===== src/include/soc_periph_macros.svh =====
// constants for the peripheral subsystem; the register offsets assume 32-bit aligned access
`ifndef SOC_PERIPH_MACROS_SVH
`define SOC_PERIPH_MACROS_SVH

////////////////////////////////////////
// identification
`define SOC_HW_ID              32'h5350_4331
`define SOC_DEV_COUNT          32'd4
`define SOC_GPIO_WIDTH         12

////////////////////////////////////////
// regions, taken from address bits 11..8
`define SOC_REGION_INFO        4'd0
`define SOC_REGION_GPIO        4'd1
`define SOC_REGION_TIMER       4'd2
`define SOC_REGION_IRQ         4'd3

////////////////////////////////////////
// register offsets inside a region
`define SOC_INFO_REG_HW_ID     6'h00
`define SOC_INFO_REG_DEV_COUNT 6'h04
`define SOC_GPIO_REG_INPUT     6'h00
`define SOC_GPIO_REG_OUTPUT    6'h04
`define SOC_GPIO_REG_DIR       6'h08
`define SOC_GPIO_REG_IE        6'h0C
`define SOC_GPIO_REG_PEND      6'h10
`define SOC_TIMER_REG_CNT_LO   6'h00
`define SOC_TIMER_REG_CNT_HI   6'h04
`define SOC_TIMER_REG_CMP_LO   6'h08
`define SOC_TIMER_REG_CMP_HI   6'h0C
`define SOC_IRQ_REG_PEND       6'h00
`define SOC_IRQ_REG_ENABLE     6'h04
`define SOC_IRQ_REG_SOFT       6'h08
`define SOC_IRQ_REG_CLAIM      6'h0C

`endif


===== src/soc_periph_pkg.sv =====
// bus types of the subsystem; the host bus has no back-pressure and a fixed one-cycle response
`default_nettype none

package soc_periph_pkg;

  ////////////////////////////////////////
  // host side

  // one-cycle request strobe, a new access may start every cycle
  typedef struct packed {
    logic        valid;
    logic        we;
    // bits 11..8 select the region, bits 5..0 the register
    logic [11:0] addr;
    logic [31:0] wdata;
  } periph_req_t;

  // response pulse, one clock after the request
  typedef struct packed {
    logic        valid;
    // unmapped region
    logic        err;
    logic [31:0] rdata;
  } periph_rsp_t;

  ////////////////////////////////////////
  // device side

  // only the addressed device sees we or re high
  typedef struct packed {
    logic        we;
    logic        re;
    logic [5:0]  offset;
    logic [31:0] wdata;
  } periph_lreq_t;

  // interrupt source numbers, also the claim values
  // lower number wins the claim
  typedef enum logic [1:0] {
    IRQ_SRC_NONE  = 2'd0,
    IRQ_SRC_GPIO  = 2'd1,
    IRQ_SRC_TIMER = 2'd2,
    IRQ_SRC_SOFT  = 2'd3
  } irq_src_e;

endpackage

`default_nettype wire


===== src/periph_bus_ctrl.sv =====
// single-cycle decoder; regions 4..15 answer with err set and zero data, bits 7..6 of addr ignored
`include "soc_periph_macros.svh"
`timescale 1ns/100ps
`default_nettype none

module periph_bus_ctrl
  import soc_periph_pkg::*;
(
  input  logic         i_clk,
  input  logic         i_arst_n,
  input  periph_req_t  i_req,
  output periph_rsp_t  o_rsp,
  output periph_lreq_t o_gpio_req,
  output periph_lreq_t o_timer_req,
  output periph_lreq_t o_irq_req,
  input  logic [31:0]  i_gpio_rdata,
  input  logic [31:0]  i_timer_rdata,
  input  logic [31:0]  i_irq_rdata
);

  logic [3:0]  region;
  logic [5:0]  offset;
  logic [31:0] rdata_sel;
  logic        err_sel;
  logic        rsp_valid_q;
  logic        rsp_err_q;
  logic [31:0] rsp_rdata_q;

  // strobes for one device gated by its region match
  function automatic periph_lreq_t make_lreq(input periph_req_t req, input logic sel);
    periph_lreq_t lreq;
    lreq.we     = req.valid & req.we & sel;
    lreq.re     = req.valid & ~req.we & sel;
    lreq.offset = req.addr[5:0];
    lreq.wdata  = req.wdata;
    return lreq;
  endfunction

  assign region = i_req.addr[11:8];
  assign offset = i_req.addr[5:0];

  assign o_gpio_req  = make_lreq(i_req, region == `SOC_REGION_GPIO);
  assign o_timer_req = make_lreq(i_req, region == `SOC_REGION_TIMER);
  assign o_irq_req   = make_lreq(i_req, region == `SOC_REGION_IRQ);

  ////////////////////////////////////////
  // read data select
  always_comb
  begin
    rdata_sel = '0;
    err_sel   = 1'b0;
    case (region)
      `SOC_REGION_INFO:
      begin
        // info region is read-only so writes are dropped
        if (offset == `SOC_INFO_REG_HW_ID)
          rdata_sel = `SOC_HW_ID;
        else if (offset == `SOC_INFO_REG_DEV_COUNT)
          rdata_sel = `SOC_DEV_COUNT;
      end
      `SOC_REGION_GPIO:  rdata_sel = i_gpio_rdata;
      `SOC_REGION_TIMER: rdata_sel = i_timer_rdata;
      `SOC_REGION_IRQ:   rdata_sel = i_irq_rdata;
      // unmapped region keeps data at zero
      default:           err_sel = 1'b1;
    endcase
  end

  ////////////////////////////////////////
  // response register
  always_ff @(posedge i_clk or negedge i_arst_n)
  begin
    if (!i_arst_n)
      rsp_valid_q <= 1'b0;
    else
      rsp_valid_q <= i_req.valid;
  end

  // payload only loads on an access
  always_ff @(posedge i_clk)
  begin
    if (i_req.valid)
    begin
      rsp_err_q   <= err_sel;
      rsp_rdata_q <= rdata_sel;
    end
  end

  assign o_rsp = '{valid: rsp_valid_q, err: rsp_err_q, rdata: rsp_rdata_q};

endmodule

`default_nettype wire


===== src/periph_gpio.sv =====
// gpio with a 2-flop input synchronizer; pins narrower than 32 read back zero-extended
`include "soc_periph_macros.svh"
`timescale 1ns/100ps
`default_nettype none

module periph_gpio
  import soc_periph_pkg::*;
(
  input  logic                       i_clk,
  input  logic                       i_arst_n,
  input  periph_lreq_t               i_req,
  output logic [31:0]                o_rdata,
  input  logic [`SOC_GPIO_WIDTH-1:0] i_gpio,
  output logic [`SOC_GPIO_WIDTH-1:0] o_gpio,
  output logic [`SOC_GPIO_WIDTH-1:0] o_gpio_dir,
  output logic                       o_irq
);

  localparam int W   = `SOC_GPIO_WIDTH;
  localparam int PAD = 32 - W;

  logic [W-1:0] meta_q;
  logic [W-1:0] sync_q;
  logic [W-1:0] prev_q;
  logic [W-1:0] ie_q;
  logic [W-1:0] pend_q;
  logic [W-1:0] rise;
  logic [W-1:0] clr;
  logic [W-1:0] rd_sel;

  // rising edge seen after the synchronizer
  assign rise = sync_q & ~prev_q;
  // write one to clear
  assign clr  = (i_req.we && i_req.offset == `SOC_GPIO_REG_PEND) ? i_req.wdata[W-1:0] : '0;

  ////////////////////////////////////////
  always_ff @(posedge i_clk or negedge i_arst_n)
  begin
    if (!i_arst_n)
    begin
      meta_q     <= '0;
      sync_q     <= '0;
      prev_q     <= '0;
      o_gpio     <= '0;
      o_gpio_dir <= '0;
      ie_q       <= '0;
      pend_q     <= '0;
    end
    else
    begin
      meta_q <= i_gpio;
      sync_q <= meta_q;
      prev_q <= sync_q;
      // a new edge wins over a clear in the same cycle
      pend_q <= (pend_q & ~clr) | (rise & ie_q);
      if (i_req.we)
      begin
        case (i_req.offset)
          `SOC_GPIO_REG_OUTPUT: o_gpio     <= i_req.wdata[W-1:0];
          `SOC_GPIO_REG_DIR:    o_gpio_dir <= i_req.wdata[W-1:0];
          `SOC_GPIO_REG_IE:     ie_q       <= i_req.wdata[W-1:0];
          default:              ;
        endcase
      end
    end
  end

  // read mux for the current offset
  always_comb
  begin
    case (i_req.offset)
      `SOC_GPIO_REG_INPUT:  rd_sel = sync_q;
      `SOC_GPIO_REG_OUTPUT: rd_sel = o_gpio;
      `SOC_GPIO_REG_DIR:    rd_sel = o_gpio_dir;
      `SOC_GPIO_REG_IE:     rd_sel = ie_q;
      `SOC_GPIO_REG_PEND:   rd_sel = pend_q;
      default:              rd_sel = '0;
    endcase
  end

  assign o_rdata = {{PAD{1'b0}}, rd_sel};
  assign o_irq   = |pend_q;

endmodule

`default_nettype wire


===== src/periph_irq_ctrl.sv =====
// three sources on one line; a claim read has no side effect, sources are cleared at their device
`include "soc_periph_macros.svh"
`timescale 1ns/100ps
`default_nettype none

module periph_irq_ctrl
  import soc_periph_pkg::*;
(
  input  logic         i_clk,
  input  logic         i_arst_n,
  input  periph_lreq_t i_req,
  output logic [31:0]  o_rdata,
  input  logic         i_gpio_irq,
  input  logic         i_mtip,
  output logic         o_irq
);

  logic [3:1] src;
  logic [3:1] pend_q;
  logic [3:1] en_q;
  logic       soft_q;
  logic [3:1] act;
  irq_src_e   claim;

  // source levels indexed by irq_src_e
  assign src = {soft_q, i_mtip, i_gpio_irq};
  assign act = pend_q & en_q;

  ////////////////////////////////////////
  always_ff @(posedge i_clk or negedge i_arst_n)
  begin
    if (!i_arst_n)
    begin
      pend_q <= '0;
      en_q   <= '0;
      soft_q <= 1'b0;
      o_irq  <= 1'b0;
    end
    else
    begin
      pend_q <= src;
      // same sample as pend_q, so o_irq lags a source by one cycle
      o_irq  <= |(src & en_q);
      if (i_req.we && i_req.offset == `SOC_IRQ_REG_ENABLE)
        en_q <= i_req.wdata[3:1];
      if (i_req.we && i_req.offset == `SOC_IRQ_REG_SOFT)
        soft_q <= i_req.wdata[0];
    end
  end

  ////////////////////////////////////////
  // claim, lowest active source first
  always_comb
  begin
    if (act[IRQ_SRC_GPIO])
      claim = IRQ_SRC_GPIO;
    else if (act[IRQ_SRC_TIMER])
      claim = IRQ_SRC_TIMER;
    else if (act[IRQ_SRC_SOFT])
      claim = IRQ_SRC_SOFT;
    else
      claim = IRQ_SRC_NONE;
  end

  always_comb
  begin
    case (i_req.offset)
      // bit 0 unused, source numbers start at 1
      `SOC_IRQ_REG_PEND:   o_rdata = {28'd0, pend_q, 1'b0};
      `SOC_IRQ_REG_ENABLE: o_rdata = {28'd0, en_q, 1'b0};
      `SOC_IRQ_REG_SOFT:   o_rdata = {31'd0, soft_q};
      `SOC_IRQ_REG_CLAIM:  o_rdata = {30'd0, claim};
      default:             o_rdata = '0;
    endcase
  end

endmodule

`default_nettype wire


===== src/periph_timer.sv =====
// 64-bit timer, the halves are read separately so a carry between two reads is not hidden
`include "soc_periph_macros.svh"
`timescale 1ns/100ps
`default_nettype none

module periph_timer
  import soc_periph_pkg::*;
(
  input  logic         i_clk,
  input  logic         i_arst_n,
  input  periph_lreq_t i_req,
  output logic [31:0]  o_rdata,
  output logic         o_mtip
);

  logic [63:0] cnt_q;
  logic [63:0] cmp_q;

  ////////////////////////////////////////
  // free-running counter
  always_ff @(posedge i_clk or negedge i_arst_n)
  begin
    if (!i_arst_n)
      cnt_q <= '0;
    else
      cnt_q <= cnt_q + 64'd1;
  end

  // compare starts at all ones so no interrupt fires out of reset
  always_ff @(posedge i_clk or negedge i_arst_n)
  begin
    if (!i_arst_n)
      cmp_q <= '1;
    else if (i_req.we)
    begin
      if (i_req.offset == `SOC_TIMER_REG_CMP_LO)
        cmp_q[31:0] <= i_req.wdata;
      else if (i_req.offset == `SOC_TIMER_REG_CMP_HI)
        cmp_q[63:32] <= i_req.wdata;
    end
  end

  ////////////////////////////////////////
  always_comb
  begin
    case (i_req.offset)
      `SOC_TIMER_REG_CNT_LO: o_rdata = cnt_q[31:0];
      `SOC_TIMER_REG_CNT_HI: o_rdata = cnt_q[63:32];
      `SOC_TIMER_REG_CMP_LO: o_rdata = cmp_q[31:0];
      `SOC_TIMER_REG_CMP_HI: o_rdata = cmp_q[63:32];
      default:               o_rdata = '0;
    endcase
  end

  // level, stays high until compare is moved past the counter
  assign o_mtip = (cnt_q >= cmp_q);

endmodule

`default_nettype wire


===== src/soc_periph_top.sv =====
// peripheral subsystem top; one host bus master, no reset generator, i_arst_n comes in ready to use
`include "soc_periph_macros.svh"
`timescale 1ns/100ps
`default_nettype none

module soc_periph_top
  import soc_periph_pkg::*;
(
  input  logic                       i_clk,
  input  logic                       i_arst_n,
  input  periph_req_t                i_req,
  output periph_rsp_t                o_rsp,
  input  logic [`SOC_GPIO_WIDTH-1:0] i_gpio,
  output logic [`SOC_GPIO_WIDTH-1:0] o_gpio,
  output logic [`SOC_GPIO_WIDTH-1:0] o_gpio_dir,
  output logic                       o_irq
);

  periph_lreq_t gpio_req;
  periph_lreq_t timer_req;
  periph_lreq_t irq_req;
  logic [31:0]  gpio_rdata;
  logic [31:0]  timer_rdata;
  logic [31:0]  irq_rdata;
  logic         gpio_irq;
  logic         mtip;

  ////////////////////////////////////////
  // bus controller, also answers the info region
  periph_bus_ctrl ctrl0 (
    .i_clk         (i_clk),
    .i_arst_n      (i_arst_n),
    .i_req         (i_req),
    .o_rsp         (o_rsp),
    .o_gpio_req    (gpio_req),
    .o_timer_req   (timer_req),
    .o_irq_req     (irq_req),
    .i_gpio_rdata  (gpio_rdata),
    .i_timer_rdata (timer_rdata),
    .i_irq_rdata   (irq_rdata)
  );

  // region 1
  periph_gpio gpio0 (
    .i_clk      (i_clk),
    .i_arst_n   (i_arst_n),
    .i_req      (gpio_req),
    .o_rdata    (gpio_rdata),
    .i_gpio     (i_gpio),
    .o_gpio     (o_gpio),
    .o_gpio_dir (o_gpio_dir),
    .o_irq      (gpio_irq)
  );

  // region 2
  periph_timer timer0 (
    .i_clk    (i_clk),
    .i_arst_n (i_arst_n),
    .i_req    (timer_req),
    .o_rdata  (timer_rdata),
    .o_mtip   (mtip)
  );

  ////////////////////////////////////////
  // region 3, gathers gpio, timer and software sources
  periph_irq_ctrl irqc0 (
    .i_clk      (i_clk),
    .i_arst_n   (i_arst_n),
    .i_req      (irq_req),
    .o_rdata    (irq_rdata),
    .i_gpio_irq (gpio_irq),
    .i_mtip     (mtip),
    .o_irq      (o_irq)
  );

endmodule

`default_nettype wire


===== config.mk =====
export PLATFORM = sky130hd
export DESIGN_NAME = soc_periph_top
export DESIGN_NICKNAME = d
export VERILOG_FILES = /design/src/soc_periph_pkg.sv /design/src/periph_bus_ctrl.sv /design/src/periph_gpio.sv /design/src/periph_irq_ctrl.sv /design/src/periph_timer.sv /design/src/soc_periph_top.sv
export VERILOG_INCLUDE_DIRS = /design/src /design/src/include
export SDC_FILE = /design/constraint.sdc
export NUM_CORES = 1
export LEC_CHECK = 0
export ABC_AREA = 1
export ABC_CLOCK_PERIOD_IN_PS = 2100
export BUFFER_PORTS_ARGS = -buffer_cell sky130_fd_sc_hd__buf_4
export CORE_MARGIN = 4
export CORE_UTILIZATION = 58
export DETAILED_ROUTE_END_ITERATION = 8
export PLACE_DENSITY = 0.88
export SLEW_MARGIN = 25
export SYNTH_ARGS = -nofsm -noshare
export SYNTH_HDL_FRONTEND = slang
export SYNTH_SLANG_ARGS = --single-unit

===== constraint.sdc =====
create_clock -name i_clk -period 2.1 [get_ports i_clk]
set_input_delay 0.315 -clock i_clk [delete_from_list [all_inputs] [get_ports i_clk]]
set_output_delay 0.315 -clock i_clk [all_outputs]
set_load 0.005 [all_outputs]

== Word level (Yosys, flattened, before mapping) ==
Cells that the tools add are included.

* Bits in registers: 254
* Bits in latches: 0
* Memory bits (writable): 0
* Bits in read-only memories: 0
* Bits of input ports: 60
* Output and inout port bits: 59
* Word-level logic and storage cells: 63
* Memories kept: 0

* Add/sub/neg operators: 1
* $mul: 0
* Div/mod/pow operators: 0
* Magnitude comparators: 1
* Equal/unequal tests: 7
* Shifts and indexed selects: 0
* Mux-type cells: 11
* Bitwise operators: 13
* Reductions and logical operators: 13

{| class="wikitable"
|+ Operators with widths
! cell !! number
|-
| case mux 32 bit (4 select lines) || 2
|-
| adder 64 x 1 -> 64 bit, second input constant || 1
|-
| >= comparator 64 bit || 1
|-
| case mux 12 bit (5 select lines) || 1
|-
| bitwise AND 12 bit || 3
|-
| two-way mux 32 bit || 1
|-
| inverter 12 bit || 2
|-
| case mux 4 bit (4 select lines) || 1
|-
| equality test 6 x 4 -> 1 bit, second input constant || 2
|-
| two-way mux 12 bit || 1
|-
| OR 12 bit || 1
|-
| OR reduction 12 bit || 1
|-
| equality test 4 x 2 -> 1 bit, second input constant || 2
|-
| AND reduction 2 bit || 4
|-
| bitwise AND 3 bit || 2
|-
| equality test 6 x 3 -> 1 bit, second input constant || 1
|-
| equality test 6 x 5 -> 1 bit, second input constant || 1
|-
| zero test 6 bit || 1
|-
| two-way mux 2 bit || 3
|-
| bitwise AND 1 bit || 4
|-
| equality test 4 x 1 -> 1 bit, second input constant || 1
|-
| zero test 4 bit || 1
|-
| OR reduction 4 bit || 1
|-
| logical AND 1 bit || 3
|-
| other kinds (5) || 5
|}

== Depth between registers and ports, before layout ==
* Word-level depth: 7
* Depth in mapped cells: 17
* Gate-level depth less buffers: 17

== Modules after synthesis ==
A second synthesis with hierarchy kept.

* Cells, all modules: 1955
* Area total of the unflattened synthesis: 15543.7 um2

{| class="wikitable"
|+ By module, submodules not included
! module !! instances !! cells each !! area each (um2) !! sequential area each (um2)
|-
| periph_timer || 1 || 1079 || 8331.7 || 3283.1
|-
| periph_gpio || 1 || 424 || 3709.8 || 2102.0
|-
| periph_bus_ctrl || 1 || 361 || 2829.0 || 1016.0
|-
| periph_irq_ctrl || 1 || 91 || 673.1 || 200.2
|}

== Least setup slack after synthesis ==
No wires, ideal clock.

* Path type: reg-to-reg
* Start point: register timer0.cmp_q[55]
* End point: register irqc0.o_irq
* Setup time: 0.065 ns
* Arrival: 1.625 ns
* Data required time: 2.035 ns
* Path slack: 0.410 ns
* Cell stages (with the launch flop): 14
* Buffers on the path: 0
* Period minus slack after synthesis: 1.690 ns
* Cell sequence: dfstp_2 > inv_1 > ha_1 > nand2_1 > nor2_1 > nor3b_1 > nand2_1 > nor2_1 > nand2_1 > nand2_1 > nor2_1 > nand2_1 > nand2_1 > nand2_1

* Cells in the longest elaborated chain, start to end: 3

{| class="wikitable"
|+ RTL lines
! item !! RTL line !! source
|-
| start: declaration || periph_timer.sv:17 || <nowiki>logic [63:0] cmp_q;</nowiki>
|-
| start signal: assignment || periph_timer.sv:39 || <nowiki>cmp_q[63:32] <= i_req.wdata;</nowiki>
|-
| >= comparator 64 bit || periph_timer.sv:56 || <nowiki>assign o_mtip = (cnt_q >= cmp_q);</nowiki>
|-
| named net irqc0.i_mtip || periph_irq_ctrl.sv:14 || <nowiki>input logic i_mtip,</nowiki>
|-
| bitwise AND 3 bit || periph_irq_ctrl.sv:43 || <nowiki>o_irq <= |(src & en_q);</nowiki>
|-
| OR reduction 3 bit || periph_irq_ctrl.sv:43 ||
|-
| end signal: assignment || periph_irq_ctrl.sv:43 ||
|-
| end: declaration || periph_irq_ctrl.sv:15 || <nowiki>output logic o_irq</nowiki>
|}

The timed path passes the listed nets, and every way through them passes these cells.
A chain may end at the register's enable or synchronous reset.

== Worst setup path after layout ==
Ends and elaborated chain as after synthesis.

==> reports/metrics.yaml <==
place:
  placement.io_buffers: 116
  place_congestion: 1.01
  hpwl_um: 30200
hold_path:
  hold_path.class: "in2reg"
  hold_depth: 3
detailed_routing:
  drt_iter0_markers: 1119
  vias: 11903
  drc: 0
  detail_route.wl_per_cell_um: 21.0
  wirelength_um: 41600
  first_pass_iters: 6
  avgViaCountPerCell: 6.01
  ant_nets: 0
sta:
  max_slew_margin_pct: 61.0
  finalSetupViolCount: 0
  slew_violations: 0
  finalCritPeriodShare_pct: 95.9
  worst_pin_slew_ns: 0.584
  rsz0062_at_grt: "true"
  fmax_ghz: 0.497
  fin_crit_ns: 2.01
  skew_ns: 0.0168
  timing.final.hold_violations: 0
  tns_ns: 0
clocking:
  cts_buffer_depth: 3
  clk_pin_slew_worst_paths_ns: 0.06
  clk_latency_ns: 0.56
  clock-sinks: 254
  h-tree-depth: 1
  numCtsBuffers: 27
  cts_tree: "done"
  cts-root-buf: "clkbuf_16"
yosys:
  syn_area_um2: 13100
  ys.flop_type: "dfrtp_1"
  synth.most_common_cell: "nand2_1"
  syn_nets: 1608
  ys_seq_area_share_pct: 50.4
  ys_ff_latch: 254
  synth_top_area_cell: "dfrtp_1"
  yosys-top-cells-area: "dfrtp_1 30%, dfstp_2 13%, nand2_1 9.2%, edfxtp_1 7.6%, ha_1 6.2%"
  synth_top_area_share_pct: 30.0
  yosys-top-cells-count: "320 x nand2_1, 194 x inv_1, 157 x dfrtp_1"
  synth_cell_type_count: 48
  postSynth.asyncResetShare_pct: 87.0
  synth_edf_count: 33
  yosysWarnings: 0
  syn-instance-count: 1483
  syn_avg_cell_area_um2: 8.84
floorplanning:
  core_area_um2: 22000
  dieArea_um2: 25100
  dieHeight_um: 158
  initial_utilization_pct: 59.5
  ios: 119
  die_w_um: 158
  num_rows: 54
worst_setup_path:
  worstSetupPathType: "reg2reg"
  critPathLaunchType: "flip-flop"
  end_kind: "flip-flop"
  crit_required_ns: 2.53
  crit_path_max_incr_delay_ns: 0.53
  path_cells: "inv_1, ha_1, nand2_1, nor2_2, nor3b_2, buf_4, nand2_2, nor2_1, nand2_1, nand2_1, nor2_1, nand2_2, nand2_1, nand2_1"
  cp.arrival_ns: 2.44
  critPathSlowestCell: "dfstp_2"
  critPathMaxFanout: 3
  reg2regPathDepth: 14
  crit_buf_inv: 2
  crit_family: "simple AND/OR/NAND/NOR gates"
  cp.depth: 14
  cp_common_cell: "nand2_1"
pwr:
  p_clk_share_pct: 45.9
  p_leak_nw: 7.07
  swShare_pct: 22.8
  p_int_mw: 8.01
  combPwrFrac_pct: 4.6
  power.density_nw_per_um2: 651
  p_sw_mw: 2.36
  pwr-share-seq_pct: 49.4
  peakVddDrop_mv: 0.638
global_route:
  globalRouteTotalUtil_pct: 33.6
  first_global_vias: 11996
  grt_max_degree: 68
  overflow: 0
  grt_pass1_wl_um: 65100
  antenna_found_initial: 0
finish:
  fin_util_pct: 72.3
  nFillCells: 1526
  areaGrowthSynthToFinish_pct: 21.5
  drive_gt1_share_pct: 21.2
  fin_nets: 1803
  diodes: 0
job:
  cap_violations: 0
status:
  outcome: "completed"
layer usage:
metal	part of all wire, %	wire length, um	track usage (%)
met1	39	16100	43.8
met2	46	19300	54.6
met3	9.0	3730	6.41
met4	6.0	2480	15.8
met5	0	0	0
power groups by stage:
stage	combinational, mW	clock [mW]	sequential, mW
after floorplan	0.119	0	5.20
after global placement	0.426	0	5.20
after detailed placement	0.440	0	5.21
after CTS	0.471	4.77	5.12
after global routing	0.531	4.99	5.13
final	0.482	4.76	5.13
cell type report:
class / count / area (um2) / share of cell area (%)
Sequential cell: 254 / 6600 / 41.5
Multi-Input combinational cell: 977 / 5610 / 35.3
Timing Repair Buffer: 208 / 1690 / 10.6
Clock buffer: 42 / 793 / 4.98
Inverter: 210 / 788 / 4.95
Tap cell: 280 / 350 / 2.20
Clock inverter: 8 / 85.1 / 0.534
timing repair:
item                                    in CTS  in global routing
endpoints found under the setup margin       1                  3
gates resized for setup                      1                 15
pin swaps                                    0                  8
endpoints found under the hold margin       60                  0
setup buffers                                0                  3
hold buffers                                18                  0
sequential cells by signal, summed over array words and instances, names as in the netlist:
name	flops
gpio0.sync_q	12
ctrl0.rsp_err_q	1
timer0.cmp_q	64
irqc0.en_q	3
gpio0.meta_q	12
gpio0.prev_q	12
gpio0.pend_q	12
irqc0.o_irq	1
ctrl0.rsp_rdata_q	32
ctrl0.rsp_valid_q	1
gpio0.ie_q	12
timer0.cnt_q	64
gpio0.o_gpio	12
irqc0.soft_q	1
gpio0.o_gpio_dir	12
irqc0.pend_q	3
path summary, 6_finish.rpt:
check,startpoint,endpoint,slack (ns)
worst max-delay path,timer0.cmp_q[55]$_DFFE_PN1P_,irqc0.o_irq$_DFF_PN0_,0.09
worst min-delay path,i_req[12],timer0.cmp_q[12]$_DFFE_PN1P_,0.004
worst max register to register,timer0.cmp_q[55]$_DFFE_PN1P_,irqc0.o_irq$_DFF_PN0_,0.09
worst min register to register,gpio0.meta_q[9]$_DFF_PN0_,gpio0.sync_q[9]$_DFF_PN0_,0.34
max in group asynchronous,i_arst_n,timer0.cmp_q[43]$_DFFE_PN1P_,1.04
min in group asynchronous,i_arst_n,timer0.cnt_q[34]$_DFF_PN0_,0.31
per-stage QoR:
stage	hold slack, ns	instance area [um2]	setup WS [ns]	power [mW]	std cells
2_1_floorplan	0.0194	13100	0.410	5.32	1483
3_3_place_gp	0.310	14800	0.0387	5.63	1908
3_5_place_dp	0.314	14800	0.0121	5.65	1908
4_1_cts	0.00207	15800	0.0138	10.4	1976
5_1_grt	0.0152	15900	-0.0326	10.7	1979
6_report	0.00444	15900	0.0867	10.4	1979
worst min-delay path, cell delays in order:
cell     delay (ns)
buf_4          0.11
inv_1          0.06
o21ai_1        0.07
cells in the final DEF, fill, tap and decap left out, drive strengths merged, types with 32 or more instances in the layout:
cell type    n
o21ai      166
nand2      324
dfstp       64
edfxtp      33
a21oi       32
nor3        41
buf        190
nor2       104
dfrtp      157
clkbuf      42
ha          65
xor2        49
inv        212
nand3       58
logic make-up after synthesis:
group,share of synthesized area [%]
AND/OR/NAND/NOR,19.6
AO/OA/AOI/OAI,12.3
flip-flops,50.4
buffers and inverters,7.46
adder cells (fa/ha/maj),6.21
XOR/XNOR,4.14
(Power assumes the default switching activity.)
